[config.mk]
export PLATFORM = sky130hd
export DESIGN_NAME = rvv_alu_top
export DESIGN_NICKNAME = d
export VERILOG_FILES = /design/src/hdl/rvv_alu_pkg.sv /design/src/hdl/rvv_alu_csr.sv /design/src/hdl/rvv_alu_rs.sv /design/src/hdl/rvv_alu_unit_mask.sv /design/src/hdl/rvv_alu_unit_logic.sv /design/src/hdl/rvv_alu_rob_wb.sv /design/src/hdl/rvv_alu_top.sv
export VERILOG_INCLUDE_DIRS = /design/src /design/src/hdl
export SDC_FILE = /design/constraint.sdc
export NUM_CORES = 2
export LEC_CHECK = 0
export BUFFER_PORTS_ARGS = -buffer_cell sky130_fd_sc_hd__buf_2
export CAP_MARGIN = 10
export CORE_MARGIN = 4
export CORE_UTILIZATION = 60
export DETAILED_ROUTE_END_ITERATION = 6
export HOLD_SLACK_MARGIN = 0.02
export PLACE_DENSITY = 0.75
export SLEW_MARGIN = 20
export SYNTH_ARGS = -nofsm -noshare
export SYNTH_HDL_FRONTEND = slang
export SYNTH_SLANG_ARGS = --single-unit
[constraint.sdc]
create_clock -name clk -period 14.46 [get_ports clk]
set_input_delay 0.723 -clock clk [delete_from_list [all_inputs] [get_ports clk]]
set_output_delay 0.723 -clock clk [all_outputs]
set_load 0.02 [all_outputs]
[src/hdl/rvv_alu_macros.svh]
`ifndef RVV_ALU_MACROS_SVH
`define RVV_ALU_MACROS_SVH

// vector register width in bits
`define VLEN 128

// reorder buffer tag width
`define ROB_DEPTH_WIDTH 3

// wide enough to index every bit of a vector register
`define VSTART_WIDTH 7

// reservation queue entries
`define RS_DEPTH 4

`endif

[src/hdl/rvv_alu_pkg.sv]
package rvv_alu_pkg;

  // operand category
  typedef enum logic [2:0] {
    OPIVV = 3'b000,
    OPMVV = 3'b010
  } funct3_e;

  // operation codes
  typedef enum logic [5:0] {
    // integer element logic
    VAND   = 6'b001001,
    VOR    = 6'b001010,
    VXOR   = 6'b001011,
    // mask register logic
    VMANDN = 6'b011000,
    VMAND  = 6'b011001,
    VMOR   = 6'b011010,
    VMXOR  = 6'b011011,
    VMORN  = 6'b011100,
    VMNAND = 6'b011101,
    VMNOR  = 6'b011110,
    VMXNOR = 6'b011111
  } funct6_e;

  // selected element width, vtype encoding
  typedef enum logic [1:0] {
    SEW8  = 2'b00,
    SEW16 = 2'b01,
    SEW32 = 2'b10
  } vsew_e;

endpackage

[src/hdl/rvv_alu_csr.sv]
`include "rvv_alu_macros.svh"

module rvv_alu_csr
  import rvv_alu_pkg::*;
(
  input  logic                     clk,
  input  logic                     rst_n,
  input  logic                     csr_write,
  input  logic [`VSTART_WIDTH-1:0] csr_vstart,
  input  vsew_e                    csr_vsew,
  input  logic                     issue_valid,
  output logic [`VSTART_WIDTH-1:0] vstart,
  output vsew_e                    vsew
);

  // start index, returns to zero once a uop has issued
  always_ff @(posedge clk) begin
    if (!rst_n) begin
      vstart <= '0;
    end else if (csr_write) begin
      // an explicit write wins over the clear
      vstart <= csr_vstart;
    end else if (issue_valid) begin
      vstart <= '0;
    end
  end

  // element width only changes on a write
  always_ff @(posedge clk) begin
    if (!rst_n) begin
      vsew <= SEW8;
    end else if (csr_write) begin
      vsew <= csr_vsew;
    end
  end

endmodule

[src/hdl/rvv_alu_rs.sv]
`include "rvv_alu_macros.svh"

module rvv_alu_rs
  import rvv_alu_pkg::*;
(
  input  logic                        clk,
  input  logic                        rst_n,
  input  logic                        uop_valid,
  input  logic [`ROB_DEPTH_WIDTH-1:0] uop_rob_entry,
  input  funct3_e                     uop_funct3,
  input  funct6_e                     uop_funct6,
  input  logic                        uop_vm,
  input  logic [`VLEN-1:0]            uop_v0_data,
  input  logic [`VLEN-1:0]            uop_vd_data,
  input  logic [`VLEN-1:0]            uop_vs1_data,
  input  logic [`VLEN-1:0]            uop_vs2_data,
  output logic                        rs_full,
  output logic                        issue_valid,
  output logic [`ROB_DEPTH_WIDTH-1:0] issue_rob_entry,
  output funct3_e                     issue_funct3,
  output funct6_e                     issue_funct6,
  output logic                        issue_vm,
  output logic [`VLEN-1:0]            issue_v0_data,
  output logic [`VLEN-1:0]            issue_vd_data,
  output logic [`VLEN-1:0]            issue_vs1_data,
  output logic [`VLEN-1:0]            issue_vs2_data
);

  localparam int PTR_W = $clog2(`RS_DEPTH);
  localparam int CNT_W = $clog2(`RS_DEPTH + 1);

  logic [`ROB_DEPTH_WIDTH-1:0] rob_mem [`RS_DEPTH];
  funct3_e                     funct3_mem [`RS_DEPTH];
  funct6_e                     funct6_mem [`RS_DEPTH];
  logic                        vm_mem [`RS_DEPTH];
  logic [`VLEN-1:0]            v0_mem [`RS_DEPTH];
  logic [`VLEN-1:0]            vd_mem [`RS_DEPTH];
  logic [`VLEN-1:0]            vs1_mem [`RS_DEPTH];
  logic [`VLEN-1:0]            vs2_mem [`RS_DEPTH];

  logic [PTR_W-1:0] wr_ptr;
  logic [PTR_W-1:0] rd_ptr;
  logic [CNT_W-1:0] count;
  logic             push;
  logic             pop;

  assign rs_full     = (count == CNT_W'(`RS_DEPTH));
  assign issue_valid = (count != '0);
  assign push        = uop_valid & ~rs_full;
  // head leaves every cycle the queue holds something
  assign pop         = issue_valid;

  always_ff @(posedge clk) begin
    if (push) begin
      rob_mem[wr_ptr]    <= uop_rob_entry;
      funct3_mem[wr_ptr] <= uop_funct3;
      funct6_mem[wr_ptr] <= uop_funct6;
      vm_mem[wr_ptr]     <= uop_vm;
      v0_mem[wr_ptr]     <= uop_v0_data;
      vd_mem[wr_ptr]     <= uop_vd_data;
      vs1_mem[wr_ptr]    <= uop_vs1_data;
      vs2_mem[wr_ptr]    <= uop_vs2_data;
    end
  end

  always_ff @(posedge clk) begin
    if (!rst_n) begin
      wr_ptr <= '0;
      rd_ptr <= '0;
      count  <= '0;
    end else begin
      if (push) begin
        wr_ptr <= (wr_ptr == PTR_W'(`RS_DEPTH - 1)) ? '0 : wr_ptr + 1'b1;
      end
      if (pop) begin
        rd_ptr <= (rd_ptr == PTR_W'(`RS_DEPTH - 1)) ? '0 : rd_ptr + 1'b1;
      end
      // simultaneous push and pop leaves count unchanged
      case ({push, pop})
        2'b10:   count <= count + 1'b1;
        2'b01:   count <= count - 1'b1;
        default: count <= count;
      endcase
    end
  end

  assign issue_rob_entry = rob_mem[rd_ptr];
  assign issue_funct3    = funct3_mem[rd_ptr];
  assign issue_funct6    = funct6_mem[rd_ptr];
  assign issue_vm        = vm_mem[rd_ptr];
  assign issue_v0_data   = v0_mem[rd_ptr];
  assign issue_vd_data   = vd_mem[rd_ptr];
  assign issue_vs1_data  = vs1_mem[rd_ptr];
  assign issue_vs2_data  = vs2_mem[rd_ptr];

endmodule

[src/hdl/rvv_alu_unit_mask.sv]
`include "rvv_alu_macros.svh"

module rvv_alu_unit_mask
  import rvv_alu_pkg::*;
(
  input  logic                     issue_valid,
  input  funct3_e                  issue_funct3,
  input  funct6_e                  issue_funct6,
  input  logic                     issue_vm,
  input  logic [`VLEN-1:0]         issue_vd_data,
  input  logic [`VLEN-1:0]         issue_vs1_data,
  input  logic [`VLEN-1:0]         issue_vs2_data,
  input  logic [`VSTART_WIDTH-1:0] vstart,
  output logic                     mask_hit,
  output logic [`VLEN-1:0]         mask_w_data
);

  logic             is_mask_op;
  logic [`VLEN-1:0] mask_result;

  // decode the OPMVV mask-register group
  always_comb begin
    is_mask_op = 1'b0;
    if (issue_valid && issue_funct3 == OPMVV) begin
      case (issue_funct6)
        VMANDN,
        VMAND,
        VMOR,
        VMXOR,
        VMORN,
        VMNAND,
        VMNOR,
        VMXNOR:  is_mask_op = 1'b1;
        default: is_mask_op = 1'b0;
      endcase
    end
  end

  // these ops are only defined unmasked
  assign mask_hit = is_mask_op & issue_vm;

  // bitwise op over the whole register, vs2 is the first operand
  always_comb begin
    case (issue_funct6)
      VMANDN:  mask_result = issue_vs2_data & ~issue_vs1_data;
      VMAND:   mask_result = issue_vs2_data & issue_vs1_data;
      VMOR:    mask_result = issue_vs2_data | issue_vs1_data;
      VMXOR:   mask_result = issue_vs2_data ^ issue_vs1_data;
      VMORN:   mask_result = issue_vs2_data | ~issue_vs1_data;
      VMNAND:  mask_result = ~(issue_vs2_data & issue_vs1_data);
      VMNOR:   mask_result = ~(issue_vs2_data | issue_vs1_data);
      VMXNOR:  mask_result = ~(issue_vs2_data ^ issue_vs1_data);
      default: mask_result = '0;
    endcase
  end

  // prefix below vstart keeps the old destination bits
  always_comb begin
    mask_w_data = '0;
    if (mask_hit) begin
      for (int i = 0; i < `VLEN; i++) begin
        if (i < int'(vstart)) begin
          mask_w_data[i] = issue_vd_data[i];
        end else begin
          mask_w_data[i] = mask_result[i];
        end
      end
    end
  end

endmodule

[src/hdl/rvv_alu_unit_logic.sv]
`include "rvv_alu_macros.svh"

module rvv_alu_unit_logic
  import rvv_alu_pkg::*;
(
  input  logic                     issue_valid,
  input  funct3_e                  issue_funct3,
  input  funct6_e                  issue_funct6,
  input  logic                     issue_vm,
  input  logic [`VLEN-1:0]         issue_v0_data,
  input  logic [`VLEN-1:0]         issue_vd_data,
  input  logic [`VLEN-1:0]         issue_vs1_data,
  input  logic [`VLEN-1:0]         issue_vs2_data,
  input  logic [`VSTART_WIDTH-1:0] vstart,
  input  vsew_e                    vsew,
  output logic                     logic_hit,
  output logic [`VLEN-1:0]         logic_w_data
);

  logic             is_logic_op;
  logic [2:0]       sew_shift;
  logic [`VLEN-1:0] logic_result;

  // decode vand, vor and vxor in the vector-vector form
  always_comb begin
    is_logic_op = 1'b0;
    if (issue_valid && issue_funct3 == OPIVV) begin
      case (issue_funct6)
        VAND,
        VOR,
        VXOR:    is_logic_op = 1'b1;
        default: is_logic_op = 1'b0;
      endcase
    end
  end

  assign logic_hit = is_logic_op;

  // log2 of the element width in bits
  always_comb begin
    case (vsew)
      SEW16:   sew_shift = 3'd4;
      SEW32:   sew_shift = 3'd5;
      default: sew_shift = 3'd3;
    endcase
  end

  // element boundaries do not matter for bitwise ops
  always_comb begin
    case (issue_funct6)
      VAND:    logic_result = issue_vs2_data & issue_vs1_data;
      VOR:     logic_result = issue_vs2_data | issue_vs1_data;
      VXOR:    logic_result = issue_vs2_data ^ issue_vs1_data;
      default: logic_result = '0;
    endcase
  end

  // per bit, find the owning element and apply vstart and v0 masking
  always_comb begin
    int elem;
    elem         = 0;
    logic_w_data = '0;
    if (logic_hit) begin
      for (int b = 0; b < `VLEN; b++) begin
        elem = b >> sew_shift;
        // mask-undisturbed, inactive elements keep vd
        if (elem < int'(vstart) || (!issue_vm && !issue_v0_data[elem])) begin
          logic_w_data[b] = issue_vd_data[b];
        end else begin
          logic_w_data[b] = logic_result[b];
        end
      end
    end
  end

endmodule

[src/hdl/rvv_alu_rob_wb.sv]
`include "rvv_alu_macros.svh"

module rvv_alu_rob_wb (
  input  logic                        clk,
  input  logic                        rst_n,
  input  logic                        issue_valid,
  input  logic [`ROB_DEPTH_WIDTH-1:0] issue_rob_entry,
  input  logic                        mask_hit,
  input  logic [`VLEN-1:0]            mask_w_data,
  input  logic                        logic_hit,
  input  logic [`VLEN-1:0]            logic_w_data,
  output logic                        result_valid,
  output logic [`ROB_DEPTH_WIDTH-1:0] result_rob_entry,
  output logic [`VLEN-1:0]            result_w_data,
  output logic                        result_w_valid,
  output logic                        result_ignore_vta
);

  logic [`VLEN-1:0] sel_w_data;

  // at most one unit claims a uop
  always_comb begin
    if (mask_hit) begin
      sel_w_data = mask_w_data;
    end else if (logic_hit) begin
      sel_w_data = logic_w_data;
    end else begin
      sel_w_data = '0;
    end
  end

  // one pulse per issued uop, supported or not
  always_ff @(posedge clk) begin
    if (!rst_n) begin
      result_valid <= 1'b0;
    end else begin
      result_valid <= issue_valid;
    end
  end

  always_ff @(posedge clk) begin
    if (issue_valid) begin
      result_rob_entry  <= issue_rob_entry;
      result_w_data     <= sel_w_data;
      // unsupported uops retire without a register write
      result_w_valid    <= mask_hit | logic_hit;
      result_ignore_vta <= mask_hit;
    end
  end

endmodule

[src/hdl/rvv_alu_top.sv]
`include "rvv_alu_macros.svh"

module rvv_alu_top
  import rvv_alu_pkg::*;
(
  input  logic                        clk,
  input  logic                        rst_n,
  input  logic                        uop_valid,
  input  logic [`ROB_DEPTH_WIDTH-1:0] uop_rob_entry,
  input  funct3_e                     uop_funct3,
  input  funct6_e                     uop_funct6,
  input  logic                        uop_vm,
  input  logic [`VLEN-1:0]            uop_v0_data,
  input  logic [`VLEN-1:0]            uop_vd_data,
  input  logic [`VLEN-1:0]            uop_vs1_data,
  input  logic [`VLEN-1:0]            uop_vs2_data,
  input  logic                        csr_write,
  input  logic [`VSTART_WIDTH-1:0]    csr_vstart,
  input  vsew_e                       csr_vsew,
  output logic                        rs_full,
  output logic                        result_valid,
  output logic [`ROB_DEPTH_WIDTH-1:0] result_rob_entry,
  output logic [`VLEN-1:0]            result_w_data,
  output logic                        result_w_valid,
  output logic                        result_ignore_vta
);

  // head of the queue, shared by both units
  logic                        issue_valid;
  logic [`ROB_DEPTH_WIDTH-1:0] issue_rob_entry;
  funct3_e                     issue_funct3;
  funct6_e                     issue_funct6;
  logic                        issue_vm;
  logic [`VLEN-1:0]            issue_v0_data;
  logic [`VLEN-1:0]            issue_vd_data;
  logic [`VLEN-1:0]            issue_vs1_data;
  logic [`VLEN-1:0]            issue_vs2_data;

  logic [`VSTART_WIDTH-1:0]    vstart;
  vsew_e                       vsew;

  logic                        mask_hit;
  logic [`VLEN-1:0]            mask_w_data;
  logic                        logic_hit;
  logic [`VLEN-1:0]            logic_w_data;

  rvv_alu_rs u_rs (
    .clk             (clk),
    .rst_n           (rst_n),
    .uop_valid       (uop_valid),
    .uop_rob_entry   (uop_rob_entry),
    .uop_funct3      (uop_funct3),
    .uop_funct6      (uop_funct6),
    .uop_vm          (uop_vm),
    .uop_v0_data     (uop_v0_data),
    .uop_vd_data     (uop_vd_data),
    .uop_vs1_data    (uop_vs1_data),
    .uop_vs2_data    (uop_vs2_data),
    .rs_full         (rs_full),
    .issue_valid     (issue_valid),
    .issue_rob_entry (issue_rob_entry),
    .issue_funct3    (issue_funct3),
    .issue_funct6    (issue_funct6),
    .issue_vm        (issue_vm),
    .issue_v0_data   (issue_v0_data),
    .issue_vd_data   (issue_vd_data),
    .issue_vs1_data  (issue_vs1_data),
    .issue_vs2_data  (issue_vs2_data)
  );

  rvv_alu_csr u_csr (
    .clk         (clk),
    .rst_n       (rst_n),
    .csr_write   (csr_write),
    .csr_vstart  (csr_vstart),
    .csr_vsew    (csr_vsew),
    .issue_valid (issue_valid),
    .vstart      (vstart),
    .vsew        (vsew)
  );

  rvv_alu_unit_mask u_unit_mask (
    .issue_valid    (issue_valid),
    .issue_funct3   (issue_funct3),
    .issue_funct6   (issue_funct6),
    .issue_vm       (issue_vm),
    .issue_vd_data  (issue_vd_data),
    .issue_vs1_data (issue_vs1_data),
    .issue_vs2_data (issue_vs2_data),
    .vstart         (vstart),
    .mask_hit       (mask_hit),
    .mask_w_data    (mask_w_data)
  );

  rvv_alu_unit_logic u_unit_logic (
    .issue_valid    (issue_valid),
    .issue_funct3   (issue_funct3),
    .issue_funct6   (issue_funct6),
    .issue_vm       (issue_vm),
    .issue_v0_data  (issue_v0_data),
    .issue_vd_data  (issue_vd_data),
    .issue_vs1_data (issue_vs1_data),
    .issue_vs2_data (issue_vs2_data),
    .vstart         (vstart),
    .vsew           (vsew),
    .logic_hit      (logic_hit),
    .logic_w_data   (logic_w_data)
  );

  rvv_alu_rob_wb u_rob_wb (
    .clk               (clk),
    .rst_n             (rst_n),
    .issue_valid       (issue_valid),
    .issue_rob_entry   (issue_rob_entry),
    .mask_hit          (mask_hit),
    .mask_w_data       (mask_w_data),
    .logic_hit         (logic_hit),
    .logic_w_data      (logic_w_data),
    .result_valid      (result_valid),
    .result_rob_entry  (result_rob_entry),
    .result_w_data     (result_w_data),
    .result_w_valid    (result_w_valid),
    .result_ignore_vta (result_ignore_vta)
  );

endmodule

* Yosys cells after proc, flatten, opt, wreduce, memory -nomap -nowiden
Memory sizes are Yosys's and may differ from the RTL's. A register that Yosys moved wholly into a read port is not among the register bits.
Index checks and enable logic that the tools add are counted.
** Word-level totals
- Bits in registers :: 147
- RAM bits :: 2100
- ROM bits :: 32
- Input bits :: 538
- Logic and storage cells :: 1626
- Memories kept :: 9
** Cells by class
- Add/sub/neg operators :: 4
- Order comparisons :: 383
- Eq/ne operators :: 19
- Shift operators :: 128
- Mux-type cells :: 669
- Bitwise logic cells :: 13
- Reduce and logical (&&, ||, !) cells :: 392
** Memory list
- u_rs.v0_mem :: words 4, width 128, read ports 1, clocked after Yosys merged registers in 1, wr ports 1, line rvv_alu_rs.sv:36 : logic [`VLEN-1:0] v0_mem [`RS_DEPTH];
- u_rs.vd_mem :: words 4, width 128, read ports 1, clocked after Yosys merged registers in 1, wr ports 1, line rvv_alu_rs.sv:37 : logic [`VLEN-1:0] vd_mem [`RS_DEPTH];
- u_rs.vs1_mem :: words 4, width 128, read ports 1, clocked after Yosys merged registers in 1, wr ports 1, line rvv_alu_rs.sv:38 : logic [`VLEN-1:0] vs1_mem [`RS_DEPTH];
- u_rs.vs2_mem :: words 4, width 128, read ports 1, clocked after Yosys merged registers in 1, wr ports 1, line rvv_alu_rs.sv:39 : logic [`VLEN-1:0] vs2_mem [`RS_DEPTH];
- (name not given) :: words 32, width 1, read ports 1, clocked after Yosys merged registers in 0, wr ports 0, line rvv_alu_unit_mask.sv:25 : case (issue_funct6)
- u_rs.funct6_mem :: words 4, width 6, read ports 1, clocked after Yosys merged registers in 1, wr ports 1, line rvv_alu_rs.sv:34 : funct6_e funct6_mem [`RS_DEPTH];
- 3 more memories
** Operators with widths (number)
- 32-bit by 8-bit < comparator with 1-bit output :: 128
- 32-bit by 9-bit < comparator with 1-bit output (second input constant) :: 128
- 7-bit by 3-bit right shift with 32-bit output (first input constant) :: 64
- 128-bit case mux with 8 select lines :: 1
- 6-bit by 3-bit right shift with 32-bit output (first input constant) :: 32
- 1-bit binary-select mux with 7-bit select :: 128
- 1-bit two-way mux :: 517
- 128-bit NOT :: 4
- 5-bit by 3-bit right shift with 32-bit output (first input constant) :: 16
- 7-bit < comparator (first input constant) :: 63
- 128-bit case mux with 3 select lines :: 1
- 128-bit bitwise AND :: 2
- 128-bit two-way mux :: 2
- 128-bit bitwise OR :: 2
- 4-bit by 3-bit right shift with 32-bit output (first input constant) :: 8
- 6-bit by 7-bit < comparator with 1-bit output (first input constant) :: 32
- 1-bit logical AND :: 130
- 1-bit zero test :: 129
- 1-bit logical OR :: 128
- 3-bit by 3-bit right shift with 32-bit output (first input constant) :: 4
- 128-bit XOR :: 1
- 5-bit by 7-bit < comparator with 1-bit output (first input constant) :: 16
- 1-bit by 3-bit right shift with 32-bit output (first input constant) :: 2
- 2-bit by 3-bit right shift with 32-bit output (first input constant) :: 2
- 23 further kinds :: 68

* Depth between registers and ports, before layout
- Depth in word-level cells :: 12
- Mapped depth :: 20
- Depth with buffers taken out :: 12

* Modules after synthesis
A second synthesis with hierarchy kept.
** Unflattened totals
- Cells, all modules :: 7242
- Area total of the unflattened synthesis :: 112576.7 µm²
** Modules (own cells, without submodules)
- rvv_alu_rs :: times used 1, cells an instance 2794, area each 76131.8 µm², sequential area each 63240.7 µm²
- rvv_alu_unit_mask :: times used 1, cells an instance 2318, area each 17061.4 µm², sequential area each 0.0 µm²
- rvv_alu_unit_logic :: times used 1, cells an instance 1796, area each 13668.1 µm², sequential area each 0.0 µm²
- rvv_alu_rob_wb :: times used 1, cells an instance 296, area each 5335.1 µm², sequential area each 4013.8 µm²
- rvv_alu_csr :: times used 1, cells an instance 38, area each 380.4 µm², sequential area each 180.2 µm²

* Least setup slack after synthesis
Ideal clock, no wire load.
- Path type :: in2reg
- From :: input uop_valid
- To :: memory u_rs.funct3_mem[1][0] (netlist name) (enable)
- Setup time :: 870 ps
- Arrival time :: 11129 ps
- Path slack :: 2461 ps
- Cell stages on the path :: 2
- Cell sequence :: nor2b_1 and2_1
** Between the ends
- Word-level cells in the longest chain between the ends :: 3
** Ends and longest elaborated chain
- start: declaration :: line rvv_alu_top.sv:8 : input logic uop_valid,
- 1-bit bitwise AND :: line rvv_alu_rs.sv:49 : assign push = uop_valid & ~rs_full;
- 1-bit two-way mux :: line rvv_alu_rs.sv:54 : if (push) begin
- 1-bit two-way mux (implied by the code) :: line rvv_alu_rs.sv:56 : funct3_mem[wr_ptr] <= uop_funct3;
- end: declaration :: line rvv_alu_rs.sv:33 : funct3_e funct3_mem [`RS_DEPTH];
No other way between the ends.

==> impl_metrics.ini <==
[clock_network]
worstSkewPairLatency_ns = 0.86
cts-htree-levels = 4
tritoncts = built
clockBufferDepth = 3
cts_resized = 0
cts_made_buffers = 188
clock-sinks = 1944
clockRootBuffer = clkbuf_16
worst_setup_hold_path_clk_slew_ns = 0.07
cts_hold_buffers = 0
cts_setup_buffers = 0

[run_status]
status = complete, no violations

[global_route]
grt-ovfl-total = 0
grt_pass1_vias = 60943
grt_usage = 0.397
grt_pass1_wl_um = 459000
antenna_found_initial = 99
grt_max_degree = 139

[sta]
tightest_slew_ns = 1.28
layout_min_cycle_time_ns = 7.56
final_hold_viol_count = 0
slew_headroom = 0.145
setup_ws_ns = 6.90
rsz0062_at_grt = no
fin_crit_sh = 0.523
hold_slack_ns = 0.0690
max_freq_mhz = 132
slew_violations = 0
tns_ns = 0
fin_worst_skew_ns = 0.0566
setup_viol = 0

[critical_path]
cp-start-kind = flop
reg2reg_slack_ns = 6.90
endpoint_kind = flop
cp_max_fo = 62
cp.arrival_ns = 8.08
reg2reg_depth = 10
worst_path_max_delay_cell = mux4_4
setup.worst_path.class = reg2reg
r2r-end = u_rob_wb.result_w_data[23]
path_cells = buf_4 > buf_4 > mux4_4 > nor3_4 > and3_4 > buf_4 > a32oi_1 > o211ai_1 > mux2i_1 > o22ai_1
worstPathRequired_ns = 14.99
cp-endpoint = u_rob_wb.result_w_data[23]
cp_common_cell = buf_4
slowest_delay_ns = 1.08

[yosys]
synth.distinct_cells = 99
synthFlopType = edfxtp_1
yosys_warnings = 0
synth-seq-cells = 1944
postSynthCellCount = 6220
syn_area_um2 = 95500
syn-num-nets = 7315
synth_area_per_cell_um2 = 15.4
seq_area_frac_synth = 0.609
ys_async_sr_fraction = 0
synth_edf_count = 1925

[power]
p_int_w = 0.0131
seqPwrFrac = 0.333
power_frac_comb = 0.440
powerDensity_nw_per_um2 = 204
p_clk_frac = 0.228
swShare = 0.402
p_switching_w = 0.00878
ir_worst_vdd_v = 0.000143
power.leakage_nw = 38.2

[final_layout]
final_cell_mix = edfxtp_1, buf_2, ha_1
drive_above_1_share = 0.229
syn_to_final_growth_pct = 11.8
final_common_cell = edfxtp_1
nNetsFinal = 7862

[placement]
pre_cts_slack_ns = 7.23
port_buffers = 595
place.gp.congestion = 1.00
dpl.hpwl_um = 223000

[routing]
drt_pass1_iterations = 7
routedWlPerCell_um = 36.6
drt_iter0_markers = 10351
ant_nets = 0
viasPerCell = 6.98
drc_errors = 0
totalWireLength_um = 331000
vias = 63166

[floorplanning]
core_area_um2 = 158000
die_area_um2 = 166000
ioPinCount = 673
fp.dieW_um = 407
rows = 146
start_util = 0.603
die_h_um = 407

[run]
cap_violations = 0

[min_path]
min_path_type = in2reg
==> cells by family after synthesis <==
logic type,Yosys count,share of synthesized area
flops,1944,0.609
compound gates,1253,0.0862
simple gates,852,0.0396
mux,777,0.146
buf+inv,687,0.0322
fa+ha+maj,557,0.0730
xor+xnor,149,0.0137
other cells,1,0.0000393
==> cells in the mapped netlist (all sizes together) (9+ instances only) <==
master,n,area share
edfxtp,1925,0.61
ha,556,0.073
mux4,487,0.12
nand2,330,0.013
o21ai,310,0.017
inv,309,0.012
mux2i,263,0.028
nor2,256,0.010
a21oi,230,0.012
clkbuf,201,0.0085
o22ai,190,0.012
buf,170,0.011
xnor2,121,0.011
o211ai,76,0.0060
o221ai,67,0.0061
nor3,57,0.0031
nand3,50,0.0026
a31oi,41,0.0028
a221oi,37,0.0034
a22oi,33,0.0026
and2,33,0.0022
a211oi,28,0.0022
nand2b,28,0.0018
xor2,28,0.0026
mux2,27,0.0032
nor2b,27,0.0018
and3,22,0.0014
o31ai,21,0.0017
dfxtp,19,0.0040
o22a,19,0.0017
a211o,17,0.0016
o21a,17,0.0013
a21o,16,0.0013
a221o,16,0.0017
o32ai,15,0.0015
nand4,14,0.00092
a2111oi,12,0.0011
a2bb2oi,11,0.0012
a32oi,11,0.0010
a22o,10,0.00092
or2,10,0.00065
o21bai,9,0.00071
o311ai,9,0.00083
==> worst max-delay path: cells and delay by family, from the launching register on <==
family / cells / cell delay (ns)
compound gates: 3 / 0.94
buf+inv: 3 / 2.48
flops: 1 / 0.90
mux: 2 / 1.17
simple gates: 2 / 1.56
==> metal layers <==
| metal | track usage | vias up | share of wire |
|---|---|---|---|
| met3 | 0.120 | 1019 | 0.13 |
| met5 | 0 | - | 0.00083 |
| met2 | 0.586 | 4564 | 0.44 |
| met4 | 0.240 | 44 | 0.074 |
| li1 | - | 25644 | - |
| met1 | 0.523 | 31895 | 0.35 |
==> power groups by stage <==
stage | logic [W] | clock network (W) | registers, W
final | 0.00960 | 0.00498 | 0.00726
after global routing | 0.0100 | 0.00529 | 0.00728
after CTS | 0.00930 | 0.00502 | 0.00725
after detailed placement | 0.00923 | 0 | 0.00735
after global placement | 0.00906 | 0 | 0.00732
after floorplan | 0.00603 | 0 | 0.00756
==> state kept, by name (all words and copies together), names as in the netlist, 2 cells and up, named ones only <==
register / flops
u_csr.vstart: 7
u_rs.vm_mem: 4
u_rs.funct6_mem: 24
u_csr.vsew: 2
u_rs.funct3_mem: 12
u_rs.vs2_mem: 512
u_rs.vs1_mem: 512
u_rob_wb.result_rob_entry: 3
u_rob_wb.result_w_data: 128
u_rs.count: 3
u_rs.rob_mem: 12
u_rs.v0_mem: 204
u_rs.vd_mem: 512
u_rs.rd_ptr: 2
u_rs.wr_ptr: 2
==> layout make-up <==
type | count | area [um^2]
tap | 2072 | 2590
antenna | 60 | 150
fill | 10481 | 51500
multi-input combinational | 3589 | 34400
inverter | 314 | 1180
timing repair buffer | 730 | 4040
sequential | 1944 | 58200
clock inverter | 123 | 1430
clock buffer | 219 | 4840
==> worst min-delay path by stage <==
| stage | from | to | cells after the start |
|---|---|---|---|
| 4_1_cts | uop_vs2_data[90] | u_rs.vs2_mem[3][90] | 1 |
| 3_3_place_gp | u_rs.wr_ptr[1] | u_rs.wr_ptr[1] | 2 |
| 2_1_floorplan | u_rs.count[2] | u_rs.count[2] | 2 |
| 5_1_grt | uop_vs2_data[90] | u_rs.vs2_mem[3][90] | 1 |
| 6_report | uop_vs2_data[90] | u_rs.vs2_mem[3][90] | 1 |
| 3_5_place_dp | u_rs.wr_ptr[1] | u_rs.wr_ptr[1] | 2 |
==> through the flow <==
stage | cell area, um^2 | power (W) | utilization | instances
2_1_floorplan | 95500 | 0.0136 | - | 6220
3_3_place_gp | 100000 | 0.0164 | 0.634 | 8649
3_5_place_dp | 100000 | 0.0166 | 0.634 | 8649
4_1_cts | 107000 | 0.0216 | 0.674 | 8991
5_1_grt | 107000 | 0.0226 | 0.674 | 9015
6_report | 107000 | 0.0218 | 0.675 | 9051
Power figures use the tool's default switching activity.
